--- src/common/ooo_pkg.sv ---
package ooo_pkg;

  // datapath width for operands and results
  localparam int unsigned data_w = 32;

  // reorder buffer tag, 16 tags in flight
  localparam int unsigned tag_w = 4;

  // station size and the index width that addresses it
  localparam int unsigned rs_depth = 8;
  localparam int unsigned rs_idx_w = 3;

  // alu operations
  // mov passes operand 2 through unchanged
  typedef enum logic [2:0] {
    op_add = 3'd0,
    op_sub = 3'd1,
    op_and = 3'd2,
    op_orr = 3'd3,
    op_eor = 3'd4,
    op_mov = 3'd5
  } alu_op_t;

  // payload from station select into the issue stage and alu
  // both operand values are resolved by the time this is built
  typedef struct packed {
    alu_op_t             op;
    logic                set_nzcv;
    logic [tag_w-1:0]    dst_tag;
    logic [data_w-1:0]   op1_value;
    logic [data_w-1:0]   op2_value;
  } issue_pkt_t;

  // payload from the alu into the result stage
  // nzcv is ordered n, z, c, v from msb down
  typedef struct packed {
    logic [tag_w-1:0]    dst_tag;
    logic [data_w-1:0]   value;
    logic [3:0]          nzcv;
    logic                nzcv_valid;
  } result_pkt_t;

endpackage

--- src/hw/pipe_stage.sv ---
`timescale 1ns/1ps

module pipe_stage #(
  parameter type payload_t = logic
) (
  input  logic     in_clk,
  input  logic     in_rst,
  input  logic     flush,
  // upstream side
  input  logic     in_valid,
  output logic     in_ready,
  input  payload_t in_data,
  // downstream side
  output logic     out_valid,
  input  logic     out_ready,
  output payload_t out_data
);

  // accept when empty or when the held item leaves this cycle
  assign in_ready = !out_valid || out_ready;

  // occupancy flag
  // a flush drops whatever is held, same as reset
  always_ff @(posedge in_clk) begin
    if (in_rst || flush) begin
      out_valid <= 1'b0;
    end else if (in_ready) begin
      out_valid <= in_valid;
    end
  end

  // payload only moves on an accepted transfer
  // held stable under back-pressure
  always_ff @(posedge in_clk) begin
    if (in_valid && in_ready) begin
      out_data <= in_data;
    end
  end

endmodule

--- src/reservation_station/reservation_station.sv ---
`timescale 1ns/1ps

module reservation_station (
  input  logic                           in_clk,
  input  logic                           in_rst,
  input  logic                           flush,
  // dispatch
  input  logic                           dispatch_valid,
  output logic                           dispatch_ready,
  input  ooo_pkg::alu_op_t               op,
  input  logic                           set_nzcv,
  input  logic [ooo_pkg::tag_w-1:0]      dst_tag,
  input  logic                           op1_ready,
  input  logic [ooo_pkg::tag_w-1:0]      op1_tag,
  input  logic [ooo_pkg::data_w-1:0]     op1_value,
  input  logic                           op2_ready,
  input  logic [ooo_pkg::tag_w-1:0]      op2_tag,
  input  logic [ooo_pkg::data_w-1:0]     op2_value,
  // rob broadcast for results of other units
  input  logic                           rob_bcast_valid,
  input  logic [ooo_pkg::tag_w-1:0]      rob_bcast_tag,
  input  logic [ooo_pkg::data_w-1:0]     rob_bcast_value,
  // our own alu result bus
  input  logic                           cdb_valid,
  input  logic [ooo_pkg::tag_w-1:0]      cdb_tag,
  input  logic [ooo_pkg::data_w-1:0]     cdb_value,
  // to the issue stage
  output logic                           issue_valid,
  input  logic                           issue_ready,
  output ooo_pkg::issue_pkt_t            issue_pkt
);

  // per-entry control
  logic [ooo_pkg::rs_depth-1:0]   ent_valid;
  logic [ooo_pkg::rs_depth-1:0]   ent_op1_rdy;
  logic [ooo_pkg::rs_depth-1:0]   ent_op2_rdy;

  // per-entry payload
  ooo_pkg::alu_op_t               ent_op       [ooo_pkg::rs_depth];
  logic                           ent_set_nzcv [ooo_pkg::rs_depth];
  logic [ooo_pkg::tag_w-1:0]      ent_dst_tag  [ooo_pkg::rs_depth];
  logic [ooo_pkg::tag_w-1:0]      ent_op1_tag  [ooo_pkg::rs_depth];
  logic [ooo_pkg::tag_w-1:0]      ent_op2_tag  [ooo_pkg::rs_depth];
  logic [ooo_pkg::data_w-1:0]     ent_op1_val  [ooo_pkg::rs_depth];
  logic [ooo_pkg::data_w-1:0]     ent_op2_val  [ooo_pkg::rs_depth];

  // allocation and select
  logic [ooo_pkg::rs_depth-1:0]   free_vec;
  logic [ooo_pkg::rs_depth-1:0]   alloc_oh;
  logic [ooo_pkg::rs_depth-1:0]   ready_vec;
  logic [ooo_pkg::rs_depth-1:0]   sel_oh;
  logic [ooo_pkg::rs_idx_w-1:0]   sel_idx;
  logic                           dispatch_fire;
  logic                           issue_fire;

  // true when either bus is broadcasting this tag
  function automatic logic bus_hit(input logic [ooo_pkg::tag_w-1:0] tag);
    bus_hit = (cdb_valid && (cdb_tag == tag)) ||
              (rob_bcast_valid && (rob_bcast_tag == tag));
  endfunction

  // operand value after wakeup
  // an already known value wins, then our cdb, then the rob broadcast
  function automatic logic [ooo_pkg::data_w-1:0] resolve_val(
    input logic                       rdy,
    input logic [ooo_pkg::tag_w-1:0]  tag,
    input logic [ooo_pkg::data_w-1:0] value
  );
    if (rdy) begin
      resolve_val = value;
    end else if (cdb_valid && (cdb_tag == tag)) begin
      resolve_val = cdb_value;
    end else if (rob_bcast_valid && (rob_bcast_tag == tag)) begin
      resolve_val = rob_bcast_value;
    end else begin
      resolve_val = value;
    end
  endfunction

  // lowest free slot, isolated as the lowest set bit
  assign free_vec       = ~ent_valid;
  assign alloc_oh       = free_vec & (~free_vec + 1'b1);
  assign dispatch_ready = |free_vec;
  assign dispatch_fire  = dispatch_valid && dispatch_ready;

  // lowest ready entry, same trick
  assign ready_vec   = ent_valid & ent_op1_rdy & ent_op2_rdy;
  assign sel_oh      = ready_vec & (~ready_vec + 1'b1);
  assign issue_valid = |ready_vec;
  assign issue_fire  = issue_valid && issue_ready;

  // index of the selected entry for the payload mux
  always_comb begin
    sel_idx = '0;
    for (int i = ooo_pkg::rs_depth - 1; i >= 0; i--) begin
      if (ready_vec[i]) begin
        sel_idx = i[ooo_pkg::rs_idx_w-1:0];
      end
    end
  end

  assign issue_pkt.op        = ent_op[sel_idx];
  assign issue_pkt.set_nzcv  = ent_set_nzcv[sel_idx];
  assign issue_pkt.dst_tag   = ent_dst_tag[sel_idx];
  assign issue_pkt.op1_value = ent_op1_val[sel_idx];
  assign issue_pkt.op2_value = ent_op2_val[sel_idx];

  // occupancy and operand ready bits
  always_ff @(posedge in_clk) begin
    if (in_rst || flush) begin
      ent_valid   <= '0;
      ent_op1_rdy <= '0;
      ent_op2_rdy <= '0;
    end else begin
      for (int i = 0; i < ooo_pkg::rs_depth; i++) begin
        if (dispatch_fire && alloc_oh[i]) begin
          // new entry also snoops both buses this edge
          ent_valid[i]   <= 1'b1;
          ent_op1_rdy[i] <= op1_ready || bus_hit(op1_tag);
          ent_op2_rdy[i] <= op2_ready || bus_hit(op2_tag);
        end else begin
          // tag wakeup on stored entries
          if (ent_valid[i] && !ent_op1_rdy[i] && bus_hit(ent_op1_tag[i])) begin
            ent_op1_rdy[i] <= 1'b1;
          end
          if (ent_valid[i] && !ent_op2_rdy[i] && bus_hit(ent_op2_tag[i])) begin
            ent_op2_rdy[i] <= 1'b1;
          end
          // issued entry frees on the handshake edge
          if (issue_fire && sel_oh[i]) begin
            ent_valid[i] <= 1'b0;
          end
        end
      end
    end
  end

  // entry payload
  always_ff @(posedge in_clk) begin
    for (int i = 0; i < ooo_pkg::rs_depth; i++) begin
      if (dispatch_fire && alloc_oh[i]) begin
        ent_op[i]       <= op;
        ent_set_nzcv[i] <= set_nzcv;
        ent_dst_tag[i]  <= dst_tag;
        ent_op1_tag[i]  <= op1_tag;
        ent_op2_tag[i]  <= op2_tag;
        ent_op1_val[i]  <= resolve_val(op1_ready, op1_tag, op1_value);
        ent_op2_val[i]  <= resolve_val(op2_ready, op2_tag, op2_value);
      end else begin
        // capture the broadcast value on a tag match
        if (!ent_op1_rdy[i] && bus_hit(ent_op1_tag[i])) begin
          ent_op1_val[i] <= resolve_val(1'b0, ent_op1_tag[i], ent_op1_val[i]);
        end
        if (!ent_op2_rdy[i] && bus_hit(ent_op2_tag[i])) begin
          ent_op2_val[i] <= resolve_val(1'b0, ent_op2_tag[i], ent_op2_val[i]);
        end
      end
    end
  end

endmodule

--- src/hw/alu_unit.sv ---
`timescale 1ns/1ps

module alu_unit (
  input  logic                  in_valid,
  output logic                  in_ready,
  input  ooo_pkg::issue_pkt_t   issue,
  output logic                  out_valid,
  input  logic                  out_ready,
  output ooo_pkg::result_pkt_t  result
);

  // operands and the wide sum used for carry out
  logic [ooo_pkg::data_w-1:0] a;
  logic [ooo_pkg::data_w-1:0] b;
  logic [ooo_pkg::data_w:0]   sum_ext;
  logic [ooo_pkg::data_w-1:0] res;
  logic                       flag_c;
  logic                       flag_v;

  assign a = issue.op1_value;
  assign b = issue.op2_value;

  // single cycle unit, handshake passes straight through
  assign out_valid = in_valid;
  assign in_ready  = out_ready;

  always_comb begin
    sum_ext = '0;
    res     = '0;
    flag_c  = 1'b0;
    flag_v  = 1'b0;
    case (issue.op)
      ooo_pkg::op_add: begin
        sum_ext = {1'b0, a} + {1'b0, b};
        res     = sum_ext[ooo_pkg::data_w-1:0];
        flag_c  = sum_ext[ooo_pkg::data_w];
        // same sign in, different sign out
        flag_v  = (a[ooo_pkg::data_w-1] == b[ooo_pkg::data_w-1]) &&
                  (res[ooo_pkg::data_w-1] != a[ooo_pkg::data_w-1]);
      end
      ooo_pkg::op_sub: begin
        // a + ~b + 1, carry set means no borrow
        sum_ext = {1'b0, a} + {1'b0, ~b} + 1'b1;
        res     = sum_ext[ooo_pkg::data_w-1:0];
        flag_c  = sum_ext[ooo_pkg::data_w];
        flag_v  = (a[ooo_pkg::data_w-1] != b[ooo_pkg::data_w-1]) &&
                  (res[ooo_pkg::data_w-1] != a[ooo_pkg::data_w-1]);
      end
      ooo_pkg::op_and: res = a & b;
      ooo_pkg::op_orr: res = a | b;
      ooo_pkg::op_eor: res = a ^ b;
      ooo_pkg::op_mov: res = b;
      default:         res = '0;
    endcase
  end

  // result payload
  // flags only reported when the instruction asked for them
  assign result.dst_tag    = issue.dst_tag;
  assign result.value      = res;
  assign result.nzcv       = issue.set_nzcv ?
                             {res[ooo_pkg::data_w-1], (res == '0), flag_c, flag_v} : 4'b0000;
  assign result.nzcv_valid = issue.set_nzcv;

endmodule

--- src/hw/ooo_exec_top.sv ---
`timescale 1ns/1ps

module ooo_exec_top (
  input  logic                        in_clk,
  input  logic                        in_rst,
  input  logic                        flush,
  // dispatch
  input  logic                        dispatch_valid,
  output logic                        dispatch_ready,
  input  ooo_pkg::alu_op_t            op,
  input  logic                        set_nzcv,
  input  logic [ooo_pkg::tag_w-1:0]   dst_tag,
  input  logic                        op1_ready,
  input  logic [ooo_pkg::tag_w-1:0]   op1_tag,
  input  logic [ooo_pkg::data_w-1:0]  op1_value,
  input  logic                        op2_ready,
  input  logic [ooo_pkg::tag_w-1:0]   op2_tag,
  input  logic [ooo_pkg::data_w-1:0]  op2_value,
  // rob broadcast strobe
  input  logic                        rob_bcast_valid,
  input  logic [ooo_pkg::tag_w-1:0]   rob_bcast_tag,
  input  logic [ooo_pkg::data_w-1:0]  rob_bcast_value,
  // results
  output logic                        result_valid,
  input  logic                        result_ready,
  output logic [ooo_pkg::tag_w-1:0]   result_tag,
  output logic [ooo_pkg::data_w-1:0]  result_value,
  output logic [3:0]                  result_nzcv,
  output logic                        result_nzcv_valid
);

  // station to issue stage
  logic                        issue_valid;
  logic                        issue_ready;
  ooo_pkg::issue_pkt_t         issue_pkt;
  // issue stage to alu
  logic                        exe_valid;
  logic                        exe_ready;
  ooo_pkg::issue_pkt_t         exe_pkt;
  // alu to result stage
  logic                        alu_valid;
  logic                        alu_ready;
  ooo_pkg::result_pkt_t        alu_result;
  // result stage output
  ooo_pkg::result_pkt_t        res_pkt;
  // common data bus, a result handshake fed back for wakeup
  logic                        cdb_valid;

  assign cdb_valid         = result_valid && result_ready;
  assign result_tag        = res_pkt.dst_tag;
  assign result_value      = res_pkt.value;
  assign result_nzcv       = res_pkt.nzcv;
  assign result_nzcv_valid = res_pkt.nzcv_valid;

  reservation_station u_rs (
    .in_clk, .in_rst, .flush,
    .dispatch_valid, .dispatch_ready,
    .op, .set_nzcv, .dst_tag,
    .op1_ready, .op1_tag, .op1_value,
    .op2_ready, .op2_tag, .op2_value,
    .rob_bcast_valid, .rob_bcast_tag, .rob_bcast_value,
    .cdb_valid, .cdb_tag(res_pkt.dst_tag), .cdb_value(res_pkt.value),
    .issue_valid, .issue_ready, .issue_pkt
  );

  // issue register between select and execute
  pipe_stage #(.payload_t(ooo_pkg::issue_pkt_t)) u_issue_stage (
    .in_clk, .in_rst, .flush,
    .in_valid(issue_valid), .in_ready(issue_ready), .in_data(issue_pkt),
    .out_valid(exe_valid), .out_ready(exe_ready), .out_data(exe_pkt)
  );

  alu_unit u_alu (
    .in_valid(exe_valid), .in_ready(exe_ready), .issue(exe_pkt),
    .out_valid(alu_valid), .out_ready(alu_ready), .result(alu_result)
  );

  // result register, drives the outside port and the cdb
  pipe_stage #(.payload_t(ooo_pkg::result_pkt_t)) u_result_stage (
    .in_clk, .in_rst, .flush,
    .in_valid(alu_valid), .in_ready(alu_ready), .in_data(alu_result),
    .out_valid(result_valid), .out_ready(result_ready), .out_data(res_pkt)
  );

endmodule

--- config.mk ---
export PLATFORM = sky130hd
export DESIGN_NAME = ooo_exec_top
export DESIGN_NICKNAME = d
export VERILOG_FILES = /design/src/common/ooo_pkg.sv /design/src/hw/pipe_stage.sv /design/src/reservation_station/reservation_station.sv /design/src/hw/alu_unit.sv /design/src/hw/ooo_exec_top.sv
export SDC_FILE = /design/constraint.sdc
export NUM_CORES = 2
export LEC_CHECK = 0
export BUFFER_PORTS_ARGS = -buffer_cell sky130_fd_sc_hd__buf_2
export CAP_MARGIN = 20
export CORE_ASPECT_RATIO = 0.5
export CORE_MARGIN = 4
export CORE_UTILIZATION = 45
export CTS_BUF_LIST = sky130_fd_sc_hd__clkbuf_4
export CTS_CLUSTER_SIZE = 10
export DETAILED_ROUTE_END_ITERATION = 8
export GPL_TIMING_DRIVEN = 0
export PLACE_DENSITY = 0.57
export SETUP_SLACK_MARGIN = 0.05
export SYNTH_ARGS = -nofsm -noshare
export SYNTH_HDL_FRONTEND = slang
export SYNTH_SLANG_ARGS = --single-unit
--- constraint.sdc ---
create_clock -name in_clk -period 10 [get_ports in_clk]
set_clock_uncertainty 0.2 [all_clocks]
set_input_delay 0 -clock in_clk [delete_from_list [all_inputs] [get_ports in_clk]]
set_output_delay 0 -clock in_clk [all_outputs]
set_load 0.01 [all_outputs]
==> impl_metrics.xml <==
<?xml version="1.0" encoding="UTF-8"?>
<metrics>
  <group name="status">
    <metric name="outcome" unit="">complete, no violations</metric>
  </group>
  <group name="critical_path">
    <metric name="cp.required" unit="ps">10450</metric>
    <metric name="critPathCaptureType" unit="">flop</metric>
    <metric name="worstPathMaxFanout" unit="">32</metric>
    <metric name="crit_type" unit="">in -&gt; reg</metric>
    <metric name="cpLargestDelayFamily" unit="">buffers and inverters</metric>
    <metric name="worst-endpoint-arrival" unit="ps">6630</metric>
    <metric name="crit_path_frequent_cell" unit="">sky130_fd_sc_hd__clkbuf_1</metric>
    <metric name="worst_path_max_delay_cell" unit="">sky130_fd_sc_hd__inv_1</metric>
    <metric name="path_cells" unit="">dlygate4sd3_1, dlygate4sd3_1, clkbuf_1, dlygate4sd3_1, nand2_1, nor2b_1, and3_1, clkbuf_1, nand3b_1, inv_1, nor2_1, nand2_1, clkbuf_1, clkbuf_1, nand2_2</metric>
    <metric name="cpPeakStageDelay" unit="ps">960</metric>
    <metric name="category_of_the_worst_setup_path_launch_point" unit="">primary input</metric>
    <metric name="cp_num_buf_inv" unit="">8</metric>
  </group>
  <group name="global_route">
    <metric name="busiest_layer" unit="">met1</metric>
    <metric name="grt_start_max_net_pins" unit="">33</metric>
    <metric name="grt.met1_usage" unit="%">52.0</metric>
    <metric name="grt_use_total" unit="%">36.8</metric>
    <metric name="grtUsageMet3" unit="%">14.4</metric>
    <metric name="grt_util_met2" unit="%">50.5</metric>
    <metric name="antenna_found_initial" unit="">14</metric>
    <metric name="grt_pass1_vias" unit="">44700</metric>
    <metric name="globalRoute.totalOverflow" unit="">0</metric>
    <metric name="grt_first_pass_wirelength" unit="µm">308000</metric>
  </group>
  <group name="logic_synthesis">
    <metric name="area_of_the_mapped_netlist" unit="mm²">0.0491</metric>
    <metric name="ys_types" unit="">88</metric>
    <metric name="post_synth.cell_area_avg" unit="µm²">9.08</metric>
    <metric name="synth_sequential_area_ratio" unit="%">47.1</metric>
    <metric name="yosys_register_bits" unit="">779</metric>
    <metric name="synth_enable_flop_cells" unit="">753</metric>
    <metric name="syn_nets" unit="">5639</metric>
    <metric name="synthesis.instances" unit="">5408</metric>
    <metric name="ys.flop_type" unit="">sky130_fd_sc_hd__edfxtp_1</metric>
    <metric name="ys_async_sr_fraction" unit="%">0</metric>
    <metric name="synth.yosys.warnings" unit="">0</metric>
  </group>
  <group name="clock_network">
    <metric name="clock_tree.root_cell" unit="">sky130_fd_sc_hd__clkbuf_4</metric>
    <metric name="cts_made_buffers" unit="">190</metric>
    <metric name="cts_htree_levels" unit="">4</metric>
    <metric name="post_cts_sizing_count" unit="">0</metric>
    <metric name="cts.clk_slew.worst_paths" unit="ps">70</metric>
    <metric name="hold_buffers" unit="">316</metric>
    <metric name="postCtsSetupBuffers" unit="">0</metric>
    <metric name="tritoncts" unit="">built</metric>
    <metric name="max-clock-path-buffers" unit="">3</metric>
    <metric name="clk-insertion-delay-late" unit="ps">1210</metric>
    <metric name="cts_sinks" unit="">779</metric>
  </group>
  <group name="placement">
    <metric name="hpwl_after_detailed_placement" unit="µm">161000</metric>
    <metric name="detailed_place.area" unit="mm²">0.0523</metric>
    <metric name="gpl.final_weighted_congestion" unit="">0.978</metric>
    <metric name="dp_slack" unit="ps">4260</metric>
    <metric name="dpl.cell_count" unit="">7014</metric>
    <metric name="io_buffers" unit="">126</metric>
  </group>
  <group name="power">
    <metric name="combinationalPowerShare" unit="%">10.1</metric>
    <metric name="max-vdd-ir-drop" unit="mV">0.111</metric>
    <metric name="swShare" unit="%">26.6</metric>
    <metric name="pwr-share-seq" unit="%">50.9</metric>
    <metric name="power" unit="mW">7.22</metric>
    <metric name="clock_power_share" unit="%">39.0</metric>
    <metric name="power.density" unit="mW/mm²">125</metric>
    <metric name="p_int" unit="mW">5.30</metric>
    <metric name="leakage" unit="nW">25.6</metric>
    <metric name="switchingPower" unit="mW">1.92</metric>
  </group>
  <group name="drt">
    <metric name="postRouteAntennaNets" unit="">0</metric>
    <metric name="remaining_drc_errors" unit="">0</metric>
    <metric name="wl_per_cell" unit="µm">28.4</metric>
    <metric name="dr.first_iter.drc_count" unit="">6906</metric>
    <metric name="routed_via_density" unit="">6.16</metric>
    <metric name="drt_pre_antenna_iters" unit="">7</metric>
    <metric name="routed_wl" unit="µm">218000</metric>
    <metric name="vias_after_detailed_routing" unit="">47300</metric>
  </group>
  <group name="sta">
    <metric name="setup_viol" unit="">0</metric>
    <metric name="setup_ws" unit="ps">3810</metric>
    <metric name="hold_viol_final" unit="">0</metric>
    <metric name="timing_max_transition_violations_final" unit="">0</metric>
    <metric name="finalWorstPathRequiredPeriod" unit="ps">6190</metric>
    <metric name="fin_setup_tns" unit="ps">0</metric>
    <metric name="worst_pin_slew" unit="ps">1320</metric>
    <metric name="timing.final.crit_share" unit="%">61.9</metric>
    <metric name="rsz0062_at_grt" unit="">no</metric>
    <metric name="achievable-frequency" unit="MHz">162</metric>
    <metric name="worst_slew_margin_relative_to_its_limit" unit="%">12.1</metric>
  </group>
  <group name="min_path">
    <metric name="timing.hold.worst.class" unit="">in -&gt; reg</metric>
  </group>
  <group name="final_layout">
    <metric name="final.fill_count" unit="">9897</metric>
    <metric name="layout.cell_area.non_filler" unit="mm²">0.0580</metric>
    <metric name="commonest_cells_after_routing_fill_and_taps_aside" unit="">sky130_fd_sc_hd__nand2_1 (1,144), sky130_fd_sc_hd__edfxtp_1 (753), sky130_fd_sc_hd__mux2i_1 (534)</metric>
    <metric name="layout.cells.non_filler" unit="">7680</metric>
    <metric name="final_common_cell" unit="">sky130_fd_sc_hd__nand2_1</metric>
    <metric name="fin_nets" unit="">6327</metric>
    <metric name="areaGrowthSynthToFinish" unit="%">18.1</metric>
    <metric name="drive_gt1_share" unit="%">8.97</metric>
  </group>
  <group name="floorplan">
    <metric name="ios" unit="">167</metric>
    <metric name="die_w" unit="µm">475</metric>
    <metric name="design.die.area" unit="mm²">0.115</metric>
    <metric name="initial_core_util" unit="%">45.5</metric>
    <metric name="die_height" unit="µm">242</metric>
    <metric name="core_area" unit="mm²">0.108</metric>
    <metric name="core.rowCount" unit="">85</metric>
  </group>
  <group name="flow_run">
    <metric name="drv.max_cap_violation_count" unit="">0</metric>
  </group>
</metrics>
routing by layer:
| metal | vias to the layer above | part of all wire [%] |
|---|---|---|
| li1 | 20700 | - |
| met1 | 22900 | 42 |
| met2 | 3167 | 40 |
| met3 | 491 | 15 |
| met4 | 4 | 3.4 |
| met5 | - | 0.012 |
cells by family after synthesis:
group | count (synthesis) | synth area share (%)
AND/OR/NAND/NOR | 2074 | 18.0
AO/OA/AOI/OAI | 1140 | 13.7
flip-flops | 779 | 47.1
buffers and inverters | 621 | 4.82
multiplexers | 535 | 10.9
XOR/XNOR | 152 | 2.71
adder cells (fa/ha/maj) | 107 | 2.76
state kept, by name (all words and copies together) (netlist names):
register	count
u_result_stage.out_data	41
u_rs.ent_op1_val	256
u_issue_stage.out_data	72
u_rs.ent_set_nzcv	8
u_rs.ent_op1_rdy	8
u_rs.ent_op2_val	256
u_rs.ent_valid	8
u_rs.ent_op2_tag	32
u_result_stage.out_valid	1
u_rs.ent_op2_rdy	8
u_issue_stage.out_valid	1
u_rs.ent_op1_tag	32
u_rs.ent_op	24
u_rs.ent_dst_tag	32
worst paths after layout:
path	startpoint	to	slack [ps]	depth (start not counted)
setup / recovery	dispatch_valid	u_rs.ent_op2_val[7][12]$_DFFE_PP_	3810	15
setup reg to reg	u_rs.ent_valid[1]$_SDFFE_PP0P_	u_rs.ent_op2_val[7][12]$_DFFE_PP_	3840	11
hold reg to reg	u_issue_stage.out_data[65]$_DFFE_PP_	u_result_stage.out_data[38]$_DFFE_PP_	210	0
hold / removal	rob_bcast_value[1]	u_rs.ent_op1_val[2][1]$_DFFE_PP_	140	5
power by group through the flow:
stage	logic [mW]	registers [mW]	clock network (mW)
finish	0.732	3.67	2.82
global route	0.780	3.67	3.00
CTS	0.690	3.67	2.83
detailed placement	0.579	3.74	0
global placement	0.550	3.74	0
floorplan	0.339	3.74	0
final cells by class:
class	count	area [µm²]	area share (%)
antenna	12	30.0	0.0518
buffer	510	1950	3.36
clock buffer	280	2100	3.62
clock inverter	49	325	0.561
inverter	111	417	0.718
multi-input combinational	4008	23700	40.9
sequential	779	23100	39.9
tap	1435	1800	3.10
timing repair buffer	496	4510	7.77
synth_stat cells, drive strengths merged, types with 15 or more instances:
library cell / number / area (µm²)
o211ai: 18 / 135
nand3: 386 / 1930
nor2: 325 / 1230
o31ai: 19 / 148
nand2b: 26 / 163
nand2: 1156 / 4340
nand4: 27 / 169
a221oi: 15 / 131
clkbuf: 413 / 1550
edfxtp: 753 / 22600
nor2b: 19 / 119
a21o: 24 / 180
a21oi: 302 / 1520
mux2i: 534 / 5350
or2: 16 / 100
ha: 105 / 1310
nor3: 40 / 205
xnor2: 81 / 709
a211oi: 29 / 218
o21ai: 514 / 2570
inv: 110 / 413
dfxtp: 26 / 521
a22oi: 67 / 503
buf: 97 / 397
and3: 18 / 113
xor2: 71 / 622
per-stage QoR:
stage,utilization (%),hold slack (ps)
floorplan,-,-101
global placement,47.7,74.5
detailed placement,48.4,89.9
CTS,53.6,6.41
global route,53.7,110
finish,53.7,143
worst reg2reg max path: stages, from the launching register on:
cell                       delay, ps
sky130_fd_sc_hd__dfxtp_1         530
sky130_fd_sc_hd__and3_1          260
sky130_fd_sc_hd__nor2b_1         240
sky130_fd_sc_hd__and3_1          190
sky130_fd_sc_hd__clkbuf_1        250
sky130_fd_sc_hd__nand3b_1        540
sky130_fd_sc_hd__inv_1           970
sky130_fd_sc_hd__nor2_1          160
sky130_fd_sc_hd__nand2_1         450
sky130_fd_sc_hd__clkbuf_1        560
sky130_fd_sc_hd__clkbuf_1        560
sky130_fd_sc_hd__nand2_2         690
No activity file was read; power rests on OpenSTA's default activity.
